### src/hdl/cpu_pkg.sv
// multicycle cpu shared types
`default_nettype none

package cpu_pkg;

	localparam int unsigned data_w = 16;

	typedef logic [data_w-1:0] word_t;
	typedef logic [2:0] reg_idx_t;

	typedef enum logic [2:0] {
		op_ldr  = 3'b011,
		op_str  = 3'b100,
		op_alu  = 3'b101,
		op_move = 3'b110,
		op_halt = 3'b111
	} opcode_e;

	typedef enum logic [1:0] {
		alu_add = 2'b00,
		alu_sub = 2'b01, // encoding of cmp, decoded as halt
		alu_and = 2'b10,
		alu_not = 2'b11
	} alu_op_e;

	typedef enum logic [1:0] {sh_none, sh_left, sh_right, sh_arith} shift_e;

	// register to register format, also used by mov shifted and mvn
	typedef struct packed {
		opcode_e opcode;
		alu_op_e op;
		reg_idx_t rn;
		reg_idx_t rd;
		shift_e shift;
		reg_idx_t rm;
	} alu_fmt_t;

	// immediate format; ldr and str take imm5 from the low bits of imm8
	typedef struct packed {
		opcode_e opcode;
		logic [1:0] op;
		reg_idx_t rn;
		logic [7:0] imm8;
	} imm_fmt_t;

	typedef union packed {
		alu_fmt_t alu;
		imm_fmt_t imm;
	} instr_u;

	typedef enum logic [1:0] {
		mem_none  = 2'b00,
		mem_read  = 2'b01,
		mem_write = 2'b10
	} mem_cmd_e;

	typedef enum logic [1:0] {sel_rn, sel_rd, sel_rm} reg_sel_e;

	typedef enum logic [1:0] {wb_alu, wb_imm8, wb_mem} wb_sel_e;

	typedef struct packed {
		reg_sel_e reg_sel; // register file index source
		wb_sel_e wb_sel;
		logic write;
		logic load_a;
		logic load_b;
		logic load_c;
		logic a_zero; // alu a input forced to zero
		logic b_imm5; // alu b input takes imm5 instead of shifted b
	} dp_ctrl_t;

	typedef struct packed {
		logic load_ir;
		logic load_pc;
		logic reset_pc;
		logic load_addr;
		logic addr_sel; // 1 drives the pc onto mem_addr
	} fetch_ctrl_t;

endpackage

`default_nettype wire
### src/hdl/cpu.sv
// multicycle cpu top level
`default_nettype none

module cpu #(
	parameter int unsigned addr_w = 9
) (
	input  logic               clk,
	input  logic               reset,
	input  cpu_pkg::word_t     read_data,
	output cpu_pkg::mem_cmd_e  mem_cmd,
	output logic [addr_w-1:0]  mem_addr,
	output cpu_pkg::word_t     write_data
);

	cpu_pkg::instr_u      instr;
	cpu_pkg::dp_ctrl_t    dp_ctrl;
	cpu_pkg::fetch_ctrl_t fetch_ctrl;

	// the c register feeds both the store data and the data address
	fetch_unit #(
		.addr_w(addr_w)
	) u_fetch (
		.clk           (clk),
		.ctrl          (fetch_ctrl),
		.read_data     (read_data),
		.data_addr_src (write_data),
		.instr         (instr),
		.mem_addr      (mem_addr)
	);

	datapath u_datapath (
		.clk       (clk),
		.ctrl      (dp_ctrl),
		.instr     (instr),
		.read_data (read_data),
		.alu_out   (write_data)
	);

	controller u_controller (
		.clk        (clk),
		.reset      (reset),
		.instr      (instr),
		.dp_ctrl    (dp_ctrl),
		.fetch_ctrl (fetch_ctrl),
		.mem_cmd    (mem_cmd)
	);

endmodule

`default_nettype wire

### src/hdl/controller.sv
// instruction sequencing controller
`default_nettype none

module controller (
	input  logic                  clk,
	input  logic                  reset,
	input  cpu_pkg::instr_u       instr,
	output cpu_pkg::dp_ctrl_t     dp_ctrl,
	output cpu_pkg::fetch_ctrl_t  fetch_ctrl,
	output cpu_pkg::mem_cmd_e     mem_cmd
);

	typedef enum logic [4:0] {
		s_reset,
		s_if1,
		s_if2,
		s_update_pc,
		s_mov_imm,
		s_a_rn,     // load a from rn
		s_b_rm,     // load b from rm
		s_alu,
		s_pass,     // c gets shifted b alone
		s_wb_rd,
		s_addr,     // c gets rn plus imm5
		s_mem_addr,
		s_ld_read,
		s_ld_wb,
		s_st_b,     // load b from rd
		s_st_write,
		s_halt
	} state_e;

	state_e state;
	state_e next_state;

	always_ff @(posedge clk) begin
		if (reset) begin
			state <= s_reset;
		end else begin
			state <= next_state;
		end
	end

	always_comb begin
		next_state = state;
		case (state)
			s_reset:     next_state = s_if1;
			s_if1:       next_state = s_if2;
			s_if2:       next_state = s_update_pc;
			s_update_pc: begin
				case ({instr.alu.opcode, instr.alu.op})
					{cpu_pkg::op_move, 2'b10}:          next_state = s_mov_imm;
					{cpu_pkg::op_move, 2'b00}:          next_state = s_b_rm;
					{cpu_pkg::op_alu, cpu_pkg::alu_add},
					{cpu_pkg::op_alu, cpu_pkg::alu_and}: next_state = s_a_rn;
					{cpu_pkg::op_alu, cpu_pkg::alu_not}: next_state = s_b_rm; // mvn
					{cpu_pkg::op_ldr, 2'b00},
					{cpu_pkg::op_str, 2'b00}:           next_state = s_a_rn;
					default:                            next_state = s_halt; // cmp lands here
				endcase
			end
			s_mov_imm:   next_state = s_if1;
			s_a_rn:      next_state = (instr.alu.opcode == cpu_pkg::op_alu) ? s_b_rm : s_addr;
			s_b_rm:      next_state = (instr.alu.opcode == cpu_pkg::op_move) ? s_pass : s_alu;
			s_alu:       next_state = s_wb_rd;
			s_pass:      next_state = (instr.alu.opcode == cpu_pkg::op_str) ? s_st_write : s_wb_rd;
			s_wb_rd:     next_state = s_if1;
			s_addr:      next_state = s_mem_addr;
			s_mem_addr:  next_state = (instr.alu.opcode == cpu_pkg::op_ldr) ? s_ld_read : s_st_b;
			s_ld_read:   next_state = s_ld_wb;
			s_ld_wb:     next_state = s_if1;
			s_st_b:      next_state = s_pass;
			s_st_write:  next_state = s_if1;
			default:     next_state = s_halt;
		endcase
	end

	// moore outputs, everything idle unless a state asks for it
	always_comb begin
		dp_ctrl = '0;
		fetch_ctrl = '0;
		mem_cmd = cpu_pkg::mem_none;
		case (state)
			s_reset: begin
				fetch_ctrl.reset_pc = 1'b1;
				fetch_ctrl.load_pc = 1'b1;
			end
			s_if1: begin
				fetch_ctrl.addr_sel = 1'b1;
				mem_cmd = cpu_pkg::mem_read;
			end
			s_if2: begin
				fetch_ctrl.addr_sel = 1'b1;
				fetch_ctrl.load_ir = 1'b1; // data from the if1 read
				mem_cmd = cpu_pkg::mem_read;
			end
			s_update_pc: fetch_ctrl.load_pc = 1'b1;
			s_mov_imm: begin
				dp_ctrl.reg_sel = cpu_pkg::sel_rn;
				dp_ctrl.wb_sel = cpu_pkg::wb_imm8;
				dp_ctrl.write = 1'b1;
			end
			s_a_rn: begin
				dp_ctrl.reg_sel = cpu_pkg::sel_rn;
				dp_ctrl.load_a = 1'b1;
			end
			s_b_rm: begin
				dp_ctrl.reg_sel = cpu_pkg::sel_rm;
				dp_ctrl.load_b = 1'b1;
			end
			s_alu:  dp_ctrl.load_c = 1'b1;
			s_pass: begin
				dp_ctrl.a_zero = 1'b1;
				dp_ctrl.load_c = 1'b1;
			end
			s_wb_rd: begin
				dp_ctrl.reg_sel = cpu_pkg::sel_rd;
				dp_ctrl.wb_sel = cpu_pkg::wb_alu;
				dp_ctrl.write = 1'b1;
			end
			s_addr: begin
				dp_ctrl.b_imm5 = 1'b1;
				dp_ctrl.load_c = 1'b1;
			end
			s_mem_addr: fetch_ctrl.load_addr = 1'b1;
			s_ld_read:  mem_cmd = cpu_pkg::mem_read; // data address register on the bus
			s_ld_wb: begin
				dp_ctrl.reg_sel = cpu_pkg::sel_rd;
				dp_ctrl.wb_sel = cpu_pkg::wb_mem;
				dp_ctrl.write = 1'b1;
			end
			s_st_b: begin
				dp_ctrl.reg_sel = cpu_pkg::sel_rd;
				dp_ctrl.load_b = 1'b1;
			end
			s_st_write: mem_cmd = cpu_pkg::mem_write;
			default: ; // halt keeps every output idle
		endcase
	end

endmodule

`default_nettype wire

### src/hdl/datapath.sv
// execute datapath
`default_nettype none

module datapath (
	input  logic               clk,
	input  cpu_pkg::dp_ctrl_t  ctrl,
	input  cpu_pkg::instr_u    instr,
	input  cpu_pkg::word_t     read_data,
	output cpu_pkg::word_t     alu_out
);

	cpu_pkg::reg_idx_t reg_num;
	cpu_pkg::shift_e   shift_code;
	cpu_pkg::word_t    sx_imm8;
	cpu_pkg::word_t    sx_imm5;
	cpu_pkg::word_t    regs [8];
	cpu_pkg::word_t    rd_value;
	cpu_pkg::word_t    wb_value;
	cpu_pkg::word_t    a_reg;
	cpu_pkg::word_t    b_reg;
	cpu_pkg::word_t    b_shifted;
	cpu_pkg::word_t    alu_a;
	cpu_pkg::word_t    alu_b;
	cpu_pkg::word_t    alu_result;

	always_comb begin
		case (ctrl.reg_sel)
			cpu_pkg::sel_rn: reg_num = instr.imm.rn;
			cpu_pkg::sel_rd: reg_num = instr.alu.rd;
			default:         reg_num = instr.alu.rm;
		endcase
	end

	assign sx_imm8 = {{(cpu_pkg::data_w-8){instr.imm.imm8[7]}}, instr.imm.imm8};
	assign sx_imm5 = {{(cpu_pkg::data_w-5){instr.imm.imm8[4]}}, instr.imm.imm8[4:0]};

	// ldr and str carry imm5 where the shift field would be
	assign shift_code = (instr.alu.opcode inside {cpu_pkg::op_ldr, cpu_pkg::op_str}) ?
		cpu_pkg::sh_none : instr.alu.shift;

	always_comb begin
		case (ctrl.wb_sel)
			cpu_pkg::wb_imm8: wb_value = sx_imm8;
			cpu_pkg::wb_mem:  wb_value = read_data;
			default:          wb_value = alu_out;
		endcase
	end

	// single ported register file, read and write share one index
	always_ff @(posedge clk) begin
		if (ctrl.write) begin
			regs[reg_num] <= wb_value;
		end
	end

	assign rd_value = regs[reg_num];

	always_ff @(posedge clk) begin
		if (ctrl.load_a) begin
			a_reg <= rd_value;
		end
		if (ctrl.load_b) begin
			b_reg <= rd_value;
		end
		if (ctrl.load_c) begin
			alu_out <= alu_result;
		end
	end

	always_comb begin
		case (shift_code)
			cpu_pkg::sh_left:  b_shifted = {b_reg[cpu_pkg::data_w-2:0], 1'b0};
			cpu_pkg::sh_right: b_shifted = {1'b0, b_reg[cpu_pkg::data_w-1:1]};
			cpu_pkg::sh_arith: b_shifted = {b_reg[cpu_pkg::data_w-1], b_reg[cpu_pkg::data_w-1:1]};
			default:           b_shifted = b_reg;
		endcase
	end

	assign alu_a = ctrl.a_zero ? '0 : a_reg; // mov and str pass b through
	assign alu_b = ctrl.b_imm5 ? sx_imm5 : b_shifted;

	always_comb begin
		case (instr.alu.op)
			cpu_pkg::alu_and: alu_result = alu_a & alu_b;
			cpu_pkg::alu_not: alu_result = ~alu_b;
			default:          alu_result = alu_a + alu_b; // add, also address calc
		endcase
	end

endmodule

`default_nettype wire

### src/hdl/fetch_unit.sv
// instruction fetch and addressing
`default_nettype none

module fetch_unit #(
	parameter int unsigned addr_w = 9
) (
	input  logic                  clk,
	input  cpu_pkg::fetch_ctrl_t  ctrl,
	input  cpu_pkg::word_t        read_data,
	input  cpu_pkg::word_t        data_addr_src,
	output cpu_pkg::instr_u       instr,
	output logic [addr_w-1:0]     mem_addr
);

	logic [addr_w-1:0] pc;
	logic [addr_w-1:0] next_pc;
	logic [addr_w-1:0] data_addr;

	// cleared through reset_pc while the controller sits in its reset state
	assign next_pc = ctrl.reset_pc ? '0 : pc + addr_w'(1);

	always_ff @(posedge clk) begin
		if (ctrl.load_pc) begin
			pc <= next_pc;
		end
	end

	always_ff @(posedge clk) begin
		if (ctrl.load_ir) begin
			instr <= read_data; // word answering the read at the pc
		end
	end

	always_ff @(posedge clk) begin
		if (ctrl.load_addr) begin
			data_addr <= data_addr_src[addr_w-1:0]; // low bits of c
		end
	end

	assign mem_addr = ctrl.addr_sel ? pc : data_addr;

endmodule

`default_nettype wire

### config.mk
export PLATFORM = sky130hd
export DESIGN_NAME = cpu
export DESIGN_NICKNAME = d
export VERILOG_FILES = /design/src/hdl/cpu_pkg.sv /design/src/hdl/cpu.sv /design/src/hdl/controller.sv /design/src/hdl/datapath.sv /design/src/hdl/fetch_unit.sv
export SDC_FILE = /design/constraint.sdc
export NUM_CORES = 1
export LEC_CHECK = 0
export ABC_AREA = 1
export BUFFER_PORTS_ARGS = -buffer_cell sky130_fd_sc_hd__buf_2
export CAP_MARGIN = 20
export CORE_ASPECT_RATIO = 1.5
export CORE_MARGIN = 2
export CORE_UTILIZATION = 43
export CTS_BUF_LIST = sky130_fd_sc_hd__clkbuf_4
export DETAILED_ROUTE_END_ITERATION = 6
export SLEW_MARGIN = 10
export SYNTH_ARGS = -nofsm -noshare
export SYNTH_HDL_FRONTEND = slang
export SYNTH_SLANG_ARGS = --single-unit
### constraint.sdc
create_clock -name clk -period 6.8 [get_ports clk]
set_input_delay 0.34 -clock clk [delete_from_list [all_inputs] [get_ports clk]]
set_output_delay 0.34 -clock clk [all_outputs]
set_load 0.01 [all_outputs]
Yosys cells after proc, flatten, opt, wreduce, memory -nomap -nowiden. Memory sizes are Yosys's and may differ from the RTL's. Index checks and enable logic that the tools add are counted. W data, S select, Z words.

Add/subtract/negate cells: 2. Reduce and logical (&&, ||, !) cells: 12. Equality and inequality tests: 34. Bitwise logic cells: 2. Muxes and demuxes: 29.

Operator list (number): $pmux W16 S2 (2); $pmux W5 S12 (1); $pmux W16 S3 (1); $eq A5 B4 Y1 const B (9); $mux W16 (2); $eq A5 B5 Y1 const B (6); $eq A5 B3 Y1 const B (4); $add A16 B16 Y16 (1); $and A16 B16 Y16 (1); $not A16 Y16 (1); $pmux W5 S3 (1); $mux W1 (12); $eq A2 B2 Y1 const B (5); $eq A5 B2 Y1 const B (2); $add A9 B1 Y9 const B (1); $eq A3 B3 Y1 const B (3); $mux W9 (1); $pmux W3 S3 (1); $reduce_or A3 Y1 (3); $mux W4 (2); $pmux W2 S2 (2); $reduce_or A2 Y1 (4); $eq A2 B1 Y1 const B (3); $pmux W3 S2 (1); other kinds (9) (10).

Input bits: 18. Memories: 1. RAM bits: 128. Word-level logic and storage cells: 87. Register bits: 87. Output and inout port bits: 27.

Memories: u_datapath.regs (words 8, width 16, rd ports 1, clocked after Yosys merged registers in 0, write ports 1, line datapath.sv:16) `cpu_pkg::word_t regs [8];`.

Depth between registers and ports, before layout. Gate-level depths: netlist of run 1.

Depth in word-level cells: 8. Mapped depth: 22. Mapped depth without buffers: 22.

Hierarchy. From an unflattened synthesis of run 1, not the netlist that was laid out.

Cell total of the unflattened synthesis: 1135. Area total of the unflattened synthesis: 10913.0 um^2.

By module, submodules not included: datapath (sequential area each 5285.1 um^2, times used 1, area each 8931.1 um^2, cells an instance 905); fetch_unit (sequential area each 1021.0 um^2, times used 1, area each 1316.3 um^2, cells an instance 92); controller (sequential area each 100.1 um^2, times used 1, area each 665.6 um^2, cells an instance 138).

Worst setup path after synthesis of run 1. No wires, ideal clock.

Kind: reg-to-reg. From: register u_controller.state[1]. To: register u_datapath.alu_out[10], data pin. Buffers on the path: 1. Data required time: 6.541 ns. Cell stages (with the launch flop): 20. Period minus slack after synthesis: 2.770 ns. Setup slack: 4.030 ns. Arrival: 2.511 ns. Setup time: 0.259 ns. Cells stage by stage: dfxtp_1 nand2_1 nor2_1 inv_1 nor2_1 inv_1 buf_2 o21ai_1 inv_1 fa_1 inv_1 nand2_1 a21oi_1 nand2_1 nand2_1 nand2_1 nand2_1 nand2_1 nand3_1 nand3_1.

Word-level cells in the longest chain between the ends: 5. Elaborated cells between the ends (all ways): 10. Those cells by class: 1 x add/sub; 2 x eq/ne; 5 x mux; 2 x bitwise.

RTL lines: start: declaration (line controller.sv:33) `state_e state;`; start signal: assignment (line controller.sv:38) `state <= s_reset;`; start signal: assignment (line controller.sv:40) `state <= next_state;`; $eq A5 B4 Y1 (line controller.sv:83) `case (state)`; $mux W1 (line controller.sv:83); $mux W16 (on tied branches) (line datapath.sv:79, datapath.sv:80); $add A16 B16 Y16 (tied with other cells) (line datapath.sv:86) `default: alu_result = alu_a + alu_b;`; $pmux W16 S2 (*) (line datapath.sv:83) `case (instr.alu.op)`; via u_datapath.alu_result[10] (line datapath.sv:24) `cpu_pkg::word_t alu_result;`; end signal: assignment (line datapath.sv:66) `alu_out <= alu_result;`; end: declaration (line datapath.sv:9) `output cpu_pkg::word_t alu_out`.

Mark *: on every way through the listed nets, which the timed path passes. The rest lies on a longest branch. A chain may end at the register's enable or synchronous reset.

Final worst setup path of run 1. Ends and elaborated chain as after synthesis.

==> results of run 1 <==
-- stage by stage --
| stage | power, W | cell area [µm²] |
|---|---|---|
| after floorplan | 0.00229 | 11300 |
| after global placement | 0.00253 | 11800 |
| after detailed placement | 0.00255 | 11800 |
| after CTS | 0.00358 | 12600 |
| after global routing | 0.00377 | 12600 |
| final | 0.00354 | 12600 |
-- cell usage in the layout (no fill, tap or decap), types with 2 or more instances in the layout --
cell                            netlist  routed
sky130_fd_sc_hd__nor2_2               2       3
sky130_fd_sc_hd__nand2_1            291     291
sky130_fd_sc_hd__and2_1               2       2
sky130_fd_sc_hd__o21bai_1             3       3
sky130_fd_sc_hd__dfxtp_1              5       5
sky130_fd_sc_hd__inv_1              269     269
sky130_fd_sc_hd__nand3_2              6       6
sky130_fd_sc_hd__ha_1                20      20
sky130_fd_sc_hd__inv_2                4       5
sky130_fd_sc_hd__a21oi_1             58      58
sky130_fd_sc_hd__dlygate4sd3_1        0      17
sky130_fd_sc_hd__clkinv_2             0       6
sky130_fd_sc_hd__nor2_1              93      92
sky130_fd_sc_hd__nand2_2              4       4
sky130_fd_sc_hd__nand3_1            116     116
sky130_fd_sc_hd__o21ai_0             38      37
sky130_fd_sc_hd__clkinv_1             0      13
sky130_fd_sc_hd__nor3_1               6       6
sky130_fd_sc_hd__edfxtp_1           210     210
sky130_fd_sc_hd__buf_2               21      44
sky130_fd_sc_hd__mux2_2               2       2
sky130_fd_sc_hd__nand4_1             70      70
sky130_fd_sc_hd__nand3b_1             7       7
sky130_fd_sc_hd__o22ai_1              4       4
sky130_fd_sc_hd__o21ai_1              1       2
sky130_fd_sc_hd__nor2_4               7       7
sky130_fd_sc_hd__clkbuf_4             0      69
sky130_fd_sc_hd__or2_2                3       3
sky130_fd_sc_hd__buf_4               10      15
-- power groups by stage --
stage               Combinational [W]  Clock (W)  Sequential (W)
floorplan                    0.000672          0         0.00162
global placement             0.000898          0         0.00163
detailed placement           0.000912          0         0.00164
CTS                          0.000922    0.00105         0.00161
global route                  0.00104    0.00111         0.00161
finish                       0.000920    0.00102         0.00161
-- worst max path at each step --
stage | to | cells after the start
6_report | u_datapath.alu_out[10] | 21
5_1_grt | u_datapath.alu_out[10] | 21
4_1_cts | u_datapath.alu_out[10] | 21
3_5_place_dp | u_datapath.alu_out[10] | 21
3_3_place_gp | u_datapath.alu_out[10] | 21
2_1_floorplan | u_datapath.alu_out[10] | 19
-- layer usage --
metal | GRT usage | up-vias
met4 | 0.113 | 0
met2 | 0.395 | 232
met5 | 0 | -
li1 | - | 4361
met3 | 0.0385 | 92
met1 | 0.226 | 3997
-- final cells by class --
type	count	area [µm²]	area share
Sequential cell	215	6410	0.508
Tap cell	333	417	0.0331
Inverter	273	1020	0.0813
Clock buffer	69	518	0.0411
Antenna cell	1	2.50	0.000199
Timing Repair Buffer	76	503	0.0399
Clock inverter	21	113	0.00894
Multi-Input combinational cell	738	3620	0.287
-- Yosys cell counts (2+ instances only) --
cell                       count  area share
sky130_fd_sc_hd__clkbuf_1     12      0.0040
sky130_fd_sc_hd__and2_1        2      0.0011
sky130_fd_sc_hd__nor3_1        6      0.0027
sky130_fd_sc_hd__buf_4        10      0.0066
sky130_fd_sc_hd__a21oi_1      58       0.026
sky130_fd_sc_hd__nand4_1      70       0.039
sky130_fd_sc_hd__ha_1         20       0.022
sky130_fd_sc_hd__inv_2         4      0.0013
sky130_fd_sc_hd__buf_1         2     0.00067
sky130_fd_sc_hd__or2_2         3      0.0017
sky130_fd_sc_hd__o21bai_1      3      0.0020
sky130_fd_sc_hd__o21ai_0      38       0.017
sky130_fd_sc_hd__mux2_2        2      0.0020
sky130_fd_sc_hd__nand3_1     116       0.051
sky130_fd_sc_hd__nor2_2        2      0.0011
sky130_fd_sc_hd__dfxtp_1       5      0.0089
sky130_fd_sc_hd__nor2_1       93       0.031
sky130_fd_sc_hd__nand3b_1      7      0.0047
sky130_fd_sc_hd__nor2_4        7      0.0070
sky130_fd_sc_hd__nand2_1     291       0.097
sky130_fd_sc_hd__buf_2        21      0.0093
sky130_fd_sc_hd__nand3_2       6      0.0053
sky130_fd_sc_hd__nand2_2       4      0.0022
sky130_fd_sc_hd__inv_1       269       0.089
sky130_fd_sc_hd__edfxtp_1    210        0.56
sky130_fd_sc_hd__o22ai_1       4      0.0022
-- timing repair --
action | CTS | global route
hold buffers | 17 | 0
resized for setup | 0 | 0
hold endpoints to repair | 21 | 0
setup endpoints to repair | 0 | 0
-- worst max-delay path: cells and delay by family, from the launching register on --
family	cells	cell delay, ns
buffers and inverters	4	0.60
flip-flops	1	0.44
AO/OA/AOI/OAI	2	0.52
AND/OR/NAND/NOR	13	1.82
adder cells (fa/ha/maj)	2	0.56
-- kinds of logic (layout without fill, tap and decap cells) --
| family | count (synthesis) | after routing | share of synthesized area |
|---|---|---|---|
| adder cells (fa/ha/maj) | 21 | 21 | 0.0239 |
| buffers and inverters | 319 | 439 | 0.112 |
| multiplexers | 2 | 2 | 0.00199 |
| AND/OR/NAND/NOR | 609 | 609 | 0.246 |
| other | 0 | 1 | 0 |
| AO/OA/AOI/OAI | 106 | 106 | 0.0487 |
| flip-flops | 215 | 215 | 0.567 |
==> metrics, run 1 <==
run status=finished, final reports clean; source-to-sink clock delay at the later pin of the worst-skew pair=0.69 ns; Hold Path Cell Cnt=2; highest fanout seen on the critical path=12; number of DRC violations after detailed routing=0; launch point of the worst path=u_controller.state[1]; total grt overflow=0; Largest stage delay, worst path=0.68 ns; Internal Power=0.00236 W; buffer count from post-CTS setup fixing=0; area delta synth->final=11.6%; number of fill cells in the layout=between 2000 and 3000; Hold Vio Cnt, Final=0; required time of the critical path=roughly 7.3 ns; startpoint class of the critical path=flip-flop; ys async rst share=0; TritonRoute pass-1 iters=6; average vias per placed instance=5.03; pin slew with the least headroom to its limit=0.938 ns; Final Instance Count excl. Fillers=1726; Initial Utilization=0.438; setup slack of the critical path after layout=2.60 ns; met3 WL=1210 µm; number of slew-limit violations in the final report=0; Post-Synthesis Net Count=1311; TritonCTS clock tree=done; category of the critical setup timing path=flip-flop to flip-flop; DRC violation total after the first TritonRoute iteration=531; Root Buffer Master=sky130_fd_sc_hd__clkbuf_4; pre-CTS worst setup slack=~2.6 ns; total power divided by cell area=281 nW/µm²; most flop-heavy register=u_datapath.regs; Clock transition at path regs=0.08 ns; Mapped Cells=1272; wire length of the first global-routing pass=44800 µm; number of flip-flops in the largest register=128; most used cell, CP=sky130_fd_sc_hd__nand2_1; Max Freq=0.238 GHz; RSZ-0062 raised after global routing=no; average detailed-routed wire length per instance=16.5 µm; leak pwr=5.71 nW; setup skew after layout=0.0230 ns; Inserted Clock Buffers=51; hold slack=about 0.37 ns; min-delay src=read_data[0]; sequential cell area fraction in the yosys report=0.567; summed instance area of the synthesized netlist=about 11000 µm²; Max VDD drop=~0.00014 V; Placed Cells incl. Taps=1617; num rows=72; maximum number of pins on one net before global-route repair=67; Setup TNS=0 ns; final core utilization=0.489; number of nets in the final layout=between 1000 and 1500; number of antenna violations at the first check in global routing=1; count of cell types in the netlist=33; via count of the first global-routing pass=8565; die extent in y=202 µm; relative max-transition margin=0.374; slowest stage cell, crit path=sky130_fd_sc_hd__nor2_1; Hold Crit Class=input pin to flip-flop; total die area=roughly 28000 µm²; number of max-cap violations=0; metal2 WL=15200 µm; PortBufs=44; r2r worst-path depth=21; startpoint of the worst register-to-register path=u_controller.state[1]; count of flip-flops with a built-in enable after synthesis=between 200 and 250; Ys Warns=0; Max Buffers Root-to-Sink=3; Detailed Place HPWL=20000 µm; number of levels in the clock H-tree=2; register-to-register setup slack=about 2.6 ns; proportion of total power due to net switching=0.333; detailed-route wire length=28400 µm; hold-critical path endpoint=u_fetch.instr[0]; min Tclk post-route=4.20 ns; top layer used by detailed routing=met4; Crit path arrival time=~4.7 ns; switching power=0.00118 W; met1 layer wirelength in the final routing=between 10000 and 15000 µm; horizontal die dimension=136 µm; number of clock sinks seen by CTS=215; category of the worst setup path capture point=flip-flop; post-synthesis register bit count=215; via count=8682; power share of the clock group=0.287; count of antenna-violating nets left after detailed routing=0; Floorplan Core Area=25800 µm²; final RePlAce weighted congestion=between 0.9 and 1; most common flop cell mapped by yosys=sky130_fd_sc_hd__edfxtp_1; top-level port count=45; final count of negative-setup-slack endpoints=0; reg-to-reg endpoint=u_datapath.alu_out[10]; register share of total power=0.454; share of power burned in combinational logic=0.260; Avg Cell Area, Syn=8.88 µm²; final cycle utilization of the critical path=0.617; share of post-route cells with drive strength above 1=0.120; Global Route Usage Sum=0.214; crit-path cells=nand2_1 -> nor2_1 -> inv_1 -> nor2_1 -> inv_1 -> o21ai_0 -> nor2_1 -> nor2_1 -> ha_1 -> inv_1 -> fa_1 -> inv_1 -> nand2_1 -> a21oi_1 -> nand2_1 -> nand2_1 -> nand2_1 -> nand2_1 -> nand2_1 -> nand3_1 -> nand3_1
Power figures use the tool's default switching activity.
==> run 2: changes to the inputs <==
Settings changed: ABC_AREA 1 to 0.
Clock period 6.8 ns to 3.9 ns, I/O delays scaled along.
==> metrics, run 2 <==
Floorplan Core Area=roughly 24000 µm²; crit-path cells=buf_4 -> or3b_2 -> nand3_1 -> o22ai_1 -> a2bb2oi_1 -> ha_1 -> a21o_1 -> a31oi_1 -> a21oi_1 -> o31a_1 -> o21a_1 -> o31ai_1; count of cell types in the netlist=68; Crit path arrival time=between 4 and 5 ns; source-to-sink clock delay at the later pin of the worst-skew pair=between 0.6 and 0.7 ns; number of levels in the clock H-tree=2; Detailed Place HPWL=20100 µm; most used standard cells in the synthesized netlist=sky130_fd_sc_hd__edfxtp_1 (210), sky130_fd_sc_hd__nand2_1 (162), sky130_fd_sc_hd__a21oi_1 (105), sky130_fd_sc_hd__nor2_1 (50), sky130_fd_sc_hd__clkbuf_1 (39); Final Instance Count excl. Fillers=1396; Initial Utilization=0.434; top cell family by delay on the critical path=compound AO/OA/AOI/OAI gates; num rows=70; average vias per placed instance=5.61; total die area=around 26000 µm²; number of DRC violations after detailed routing=0; detailed-route wire length=28500 µm; register share of total power=0.538; die extent in y=195 µm; category of the critical setup timing path=flip-flop to flip-flop; total grt overflow=0; TritonCTS clock tree=done; most common flop cell mapped by yosys=sky130_fd_sc_hd__edfxtp_1; Clock transition at path regs=about 0.08 ns; average detailed-routed wire length per instance=20.4 µm; PortBufs=between 40 and 50; startpoint class of the critical path=flip-flop; leak pwr=approximately 4.5 nW; Inserted Clock Buffers=48; wire length of the first global-routing pass=43700 µm; min-delay src=reset; final RePlAce weighted congestion=0.999; total power divided by cell area=407 nW/µm²; Max VDD drop=0.000183 V; pin slew with the least headroom to its limit=~0.99 ns; top cells by area, synth=sky130_fd_sc_hd__edfxtp_1 (60%), sky130_fd_sc_hd__nand2_1 (5.8%), sky130_fd_sc_hd__a21oi_1 (5.0%); Root Buffer Master=sky130_fd_sc_hd__clkbuf_4; count of flip-flops with a built-in enable after synthesis=210; Placed Cells incl. Taps=~1300; RSZ-0062 raised after global routing=no; number of max-cap violations=0; Mapped Cells=934; share of the synthesized area in the top cell type=0.601; final count of negative-setup-slack endpoints=0; min Tclk post-route=3.66 ns; number of flip-flops in the largest register=128; ys async rst share=0; horizontal die dimension=132 µm; commonest cells after routing, fill and taps aside=sky130_fd_sc_hd__edfxtp_1 (210), sky130_fd_sc_hd__nand2_1 (162), sky130_fd_sc_hd__a21oi_1 (105); highest fanout seen on the critical path=8; slowest stage cell, crit path=sky130_fd_sc_hd__or3b_2; Internal Power=0.00365 W; proportion of total power due to net switching=0.255; summed instance area of the synthesized netlist=approximately 10000 µm²; setup skew after layout=0.0412 ns; most frequent cell after synthesis=sky130_fd_sc_hd__edfxtp_1; final cycle utilization of the critical path=0.938; TritonRoute pass-1 iters=7; register-to-register setup slack=between 0.2 and 0.25 ns; required time of the critical path=~4.4 ns; most flop-heavy register=u_datapath.regs; Global Route Usage Sum=0.223; number of antenna violations at the first check in global routing=1; Ys Warns=0; via count of the first global-routing pass=7764; run status=finished, final reports clean; post-synthesis register bit count=215; relative max-transition margin=0.334; commonest non-fill, non-tap cell in the layout=sky130_fd_sc_hd__edfxtp_1; category of the worst setup path capture point=flip-flop; Max Freq=0.273 GHz; Max Buffers Root-to-Sink=3; Largest stage delay, worst path=0.56 ns; share of post-route cells with drive strength above 1=0.185; power share of the clock group=0.345; combined buffer and inverter count along the critical path=1; Avg Cell Area, Syn=11.2 µm²; DRC violation total after the first TritonRoute iteration=about 540; Hold Vio Cnt, Final=0; biggest area consumer among synthesized cells=sky130_fd_sc_hd__edfxtp_1; top-level port count=45; Hold Crit Class=input pin to flip-flop; maximum number of pins on one net before global-route repair=between 60 and 70; startpoint of the worst register-to-register path=u_fetch.instr[13]; sequential cell area fraction in the yosys report=0.610; count of antenna-violating nets left after detailed routing=0; share of power burned in combinational logic=0.118; number of clock sinks seen by CTS=215; number of nets in the final layout=1075; area delta synth->final=14.7%; launch point of the worst path=u_fetch.instr[13]; number of slew-limit violations in the final report=0; via count=7827; switching power=roughly 0.0013 W; Post-Synthesis Net Count=973; Setup TNS=0 ns
[run 2: cell count changes after synthesis, sizes merged, moves of 16 or more]
cell | previous run | this run
nor2 | 102 | 50
clkbuf | 12 | 39
a21oi | 58 | 105
a21o | 0 | 21
nand2 | 296 | 164
nand3 | 122 | 10
inv | 273 | 26
buf | 34 | 17
or4 | 0 | 16
nand2b | 0 | 16
nand4 | 70 | 7
[run 2: layout make-up]
class                      count  area, µm²
clock buffer                  70        526
sequential                   215       6410
clock inverter                15       67.6
antenna                        1       2.50
fill                        2203      12100
inverter                      26       97.6
tap                          324        405
timing repair buffer         108        781
multi-input combinational    637       3750
[run 2: cells by family after synthesis]
logic type / Yosys count / share of synthesized area
AO/OA/AOI/OAI: 240 / 0.141
XOR/XNOR: 15 / 0.0125
adder cells (fa/ha/maj): 21 / 0.0257
buffers and inverters: 82 / 0.0343
flip-flops: 215 / 0.610
multiplexers: 17 / 0.0175
AND/OR/NAND/NOR: 344 / 0.159
[run 2: worst paths after layout]
| check | endpoint | cells after the start |
|---|---|---|
| setup / recovery | u_datapath.alu_out[9] | 12 |
| hold / removal | u_controller.state[4] | 3 |
| setup reg to reg | u_datapath.alu_out[9] | 12 |
| hold reg to reg | u_fetch.data_addr[7] | 0 |
[run 2: power by group through the flow]
stage | logic, W | registers, W | clock network [W]
floorplan | 0.000401 | 0.00266 | 0
global placement | 0.000549 | 0.00268 | 0
detailed placement | 0.000554 | 0.00268 | 0
CTS | 0.000572 | 0.00263 | 0.00176
global route | 0.000632 | 0.00264 | 0.00184
finish | 0.000576 | 0.00263 | 0.00169
[run 2: worst min-delay path, stage by stage]
cell	delay, ns
sky130_fd_sc_hd__dlygate4sd3_1	0.52
sky130_fd_sc_hd__buf_2	0.10
sky130_fd_sc_hd__nor2_1	0.04
[run 2: timing repair]
item                                    CTS  global route
buffers inserted                          0             0
hold endpoints to repair                 21             0
hold buffers                             17             0
endpoints found under the setup margin    0             3
resized for setup                         0             2
[run 2: stage by stage]
stage          power [W]   util  hold slack (ns)  cell area, µm²  setup WS, ns
2_1_floorplan    0.00306      -            0.267           10500         0.499
6_report         0.00490  0.498            0.221           12000         0.242
3_5_place_dp     0.00324  0.466            0.369           11300         0.202
3_3_place_gp     0.00323  0.466            0.362           11300         0.286
5_1_grt          0.00512  0.498            0.228           12000       0.00944
4_1_cts          0.00496  0.497            0.161           12000         0.176
[run 2: metal layers]
layer	GRT usage	vias to the layer above	share of wire
li1	-	3686	-
met1	0.231	3819	0.37
met2	0.431	253	0.55
met3	0.0337	69	0.041
met4	0.109	0	0.042
met5	0	-	0
==> run 3: changes to the inputs <==
Settings changed: CELL_PAD_IN_SITES_DETAIL_PLACEMENT from default to 0, CELL_PAD_IN_SITES_GLOBAL_PLACEMENT from default to 1, CTS_CLUSTER_DIAMETER from default to 200, PLACE_DENSITY_LB_ADDON from default to 0.1.
==> metrics, run 3 (synthesis gave the netlist of run 2 again) <==
number of slew-limit violations in the final report=0; Max Buffers Root-to-Sink=3; area delta synth->final=16.4%; Max VDD drop=roughly 0.00031 V; Hold Vio Cnt, Final=0; crit-path cells=and3b_1 -> or3_1 -> a221oi_1 -> nor2_1 -> ha_1 -> inv_1 -> fa_1 -> nor2b_1 -> o2111ai_1 -> a21oi_1 -> o41ai_1 -> xor2_1 -> mux2i_1; Floorplan Core Area=24200 µm²; average vias per placed instance=5.40; slowest stage cell, crit path=sky130_fd_sc_hd__or3_1; min-delay src=reset; Hold Crit Class=input pin to flip-flop; Clock transition at path regs=0.07 ns; share of post-route cells with drive strength above 1=0.193; min Tclk post-route=between 3 and 4 ns; pin slew with the least headroom to its limit=0.998 ns; number of flip-flops in the largest register=128; PortBufs=44; total grt overflow=0; final core utilization=0.505; Detailed Place HPWL=20800 µm; via count of the first global-routing pass=7798; TritonRoute pass-1 iters=6; commonest cells after routing, fill and taps aside=sky130_fd_sc_hd__edfxtp_1 (210), sky130_fd_sc_hd__nand2_1 (162), sky130_fd_sc_hd__a21oi_1 (105); number of nets in the final layout=1093; RSZ-0062 raised after global routing=no; final RePlAce weighted congestion=approximately 0.95; most flop-heavy register=u_datapath.regs; Root Buffer Master=sky130_fd_sc_hd__clkbuf_4; Max Freq=0.277 GHz; highest fanout seen on the critical path=6; Crit path arrival time=just over 4 ns; number of antenna violations at the first check in global routing=1; Global Route Usage Sum=0.226; die extent in y=195 µm; setup skew after layout=0.0272 ns; num rows=70; total die area=25700 µm²; relative max-transition margin=0.330; number of DRC violations after detailed routing=0; Placed Cells incl. Taps=1306; Hold Path Cell Cnt=3; commonest non-fill, non-tap cell in the layout=sky130_fd_sc_hd__edfxtp_1; final cycle utilization of the critical path=0.925; post-layout instance area=~12000 µm²; DRC violation total after the first TritonRoute iteration=434; category of the worst setup path capture point=flip-flop; horizontal die dimension=132 µm; leak pwr=4.58 nW; run status=finished, final reports clean; maximum number of pins on one net before global-route repair=52; Largest stage delay, worst path=0.51 ns; via count=7674; r2r worst-path depth=13; detailed-route wire length=28900 µm; Initial Utilization=0.434; number of clock sinks seen by CTS=215; count of antenna-violating nets left after detailed routing=0; total power divided by cell area=about 420 nW/µm²; average detailed-routed wire length per instance=just over 20 µm; hold-critical path endpoint=u_controller.state[4]; Setup TNS=0 ns; startpoint class of the critical path=flip-flop; wire length of the first global-routing pass=44300 µm; startpoint of the worst register-to-register path=u_fetch.instr[14]; required time of the critical path=about 4.3 ns; category of the critical setup timing path=flip-flop to flip-flop; Final Instance Count excl. Fillers=1421; reg-to-reg endpoint=u_datapath.alu_out[12]; placed cell area=about 11000 µm²; final count of negative-setup-slack endpoints=0; top-level port count=45; source-to-sink clock delay at the later pin of the worst-skew pair=0.71 ns; Inserted Clock Buffers=53; number of max-cap violations=0; number of levels in the clock H-tree=2; register-to-register setup slack=0.29 ns; TritonCTS clock tree=done
==> run 3: cell types whose count changed in the layout (fill, tap and decap cells not counted) <==
cell                        before  now
sky130_fd_sc_hd__buf_12          3    2
sky130_fd_sc_hd__buf_4          44   58
sky130_fd_sc_hd__bufinv_16       0    2
sky130_fd_sc_hd__clkbuf_4       70   71
sky130_fd_sc_hd__clkinv_1        8   17
sky130_fd_sc_hd__nor3_1         13   14
sky130_fd_sc_hd__nor3_2          4    3
sky130_fd_sc_hd__o2111ai_1       0    1
sky130_fd_sc_hd__o2111ai_2       1    0
==> run 3: how the worst max path moves through the flow <==
stage	startpoint	endpoint	slack (ns)	cells past startpoint
global route	u_fetch.instr[14]	u_datapath.alu_out[14]	0.01	13
detailed placement	u_fetch.instr[14]	u_datapath.alu_out[12]	0.34	13
finish	u_fetch.instr[14]	u_datapath.alu_out[12]	0.29	13
global placement	u_fetch.instr[14]	u_datapath.alu_out[12]	0.41	13
floorplan	u_fetch.instr[13]	u_datapath.alu_out[12]	0.50	16
CTS	u_fetch.instr[14]	u_datapath.alu_out[12]	0.32	13
==> run 3: cell type report <==
cell class                 instances  area, µm²
fill                            2253      12000
sequential                       215       6410
multi-input combinational        637       3740
timing repair buffer             121        866
clock buffer                      71        533
tap                              324        405
clock inverter                    26        161
inverter                          26       97.6
antenna                            1       2.50
==> run 3: critical path, delay by kind of cell, from the launching register on <==
family,cells,cell delay [ns]
flip-flops,1,0.45
AO/OA/AOI/OAI,4,1.20
multiplexers,1,0.08
XOR/XNOR,1,0.19
buffers and inverters,1,0.08
adder cells (fa/ha/maj),2,0.44
AND/OR/NAND/NOR,4,0.91
==> run 3: metrics by stage <==
step           power [W]  hold WS (ns)  setup slack, ns
4_1_cts          0.00518         0.143            0.318
3_3_place_gp     0.00325         0.366            0.413
6_report         0.00511         0.195            0.293
2_1_floorplan    0.00306         0.267            0.499
3_5_place_dp     0.00325         0.370            0.340
5_1_grt          0.00537         0.193           0.0121
==> run 3: per-layer routing <==
layer / vias up / routed length [µm] / GRT usage / share of wire
met5: - / 0 / 0 / 0
met4: 0 / 745 / 0.0797 / 0.026
met3: 53 / 970 / 0.0350 / 0.034
met2: 174 / 15600 / 0.428 / 0.54
met1: 3714 / 11600 / 0.257 / 0.40
li1: 3733 / - / - / -
==> run 3: power breakdown <==
group	switching (W)	total [W]	internal, W
Clock	0.000910	0.00190	0.000987
Combinational	0.000337	0.000576	0.000240
Sequential	0.0000536	0.00264	0.00258
Total	0.00130	0.00511	0.00381
==> run 3: timing repair <==
item,4_1_cts,5_1_grt
hold buffers,17,0
endpoints found under the hold margin,21,0
buffers inserted,0,0
resized for setup,0,0
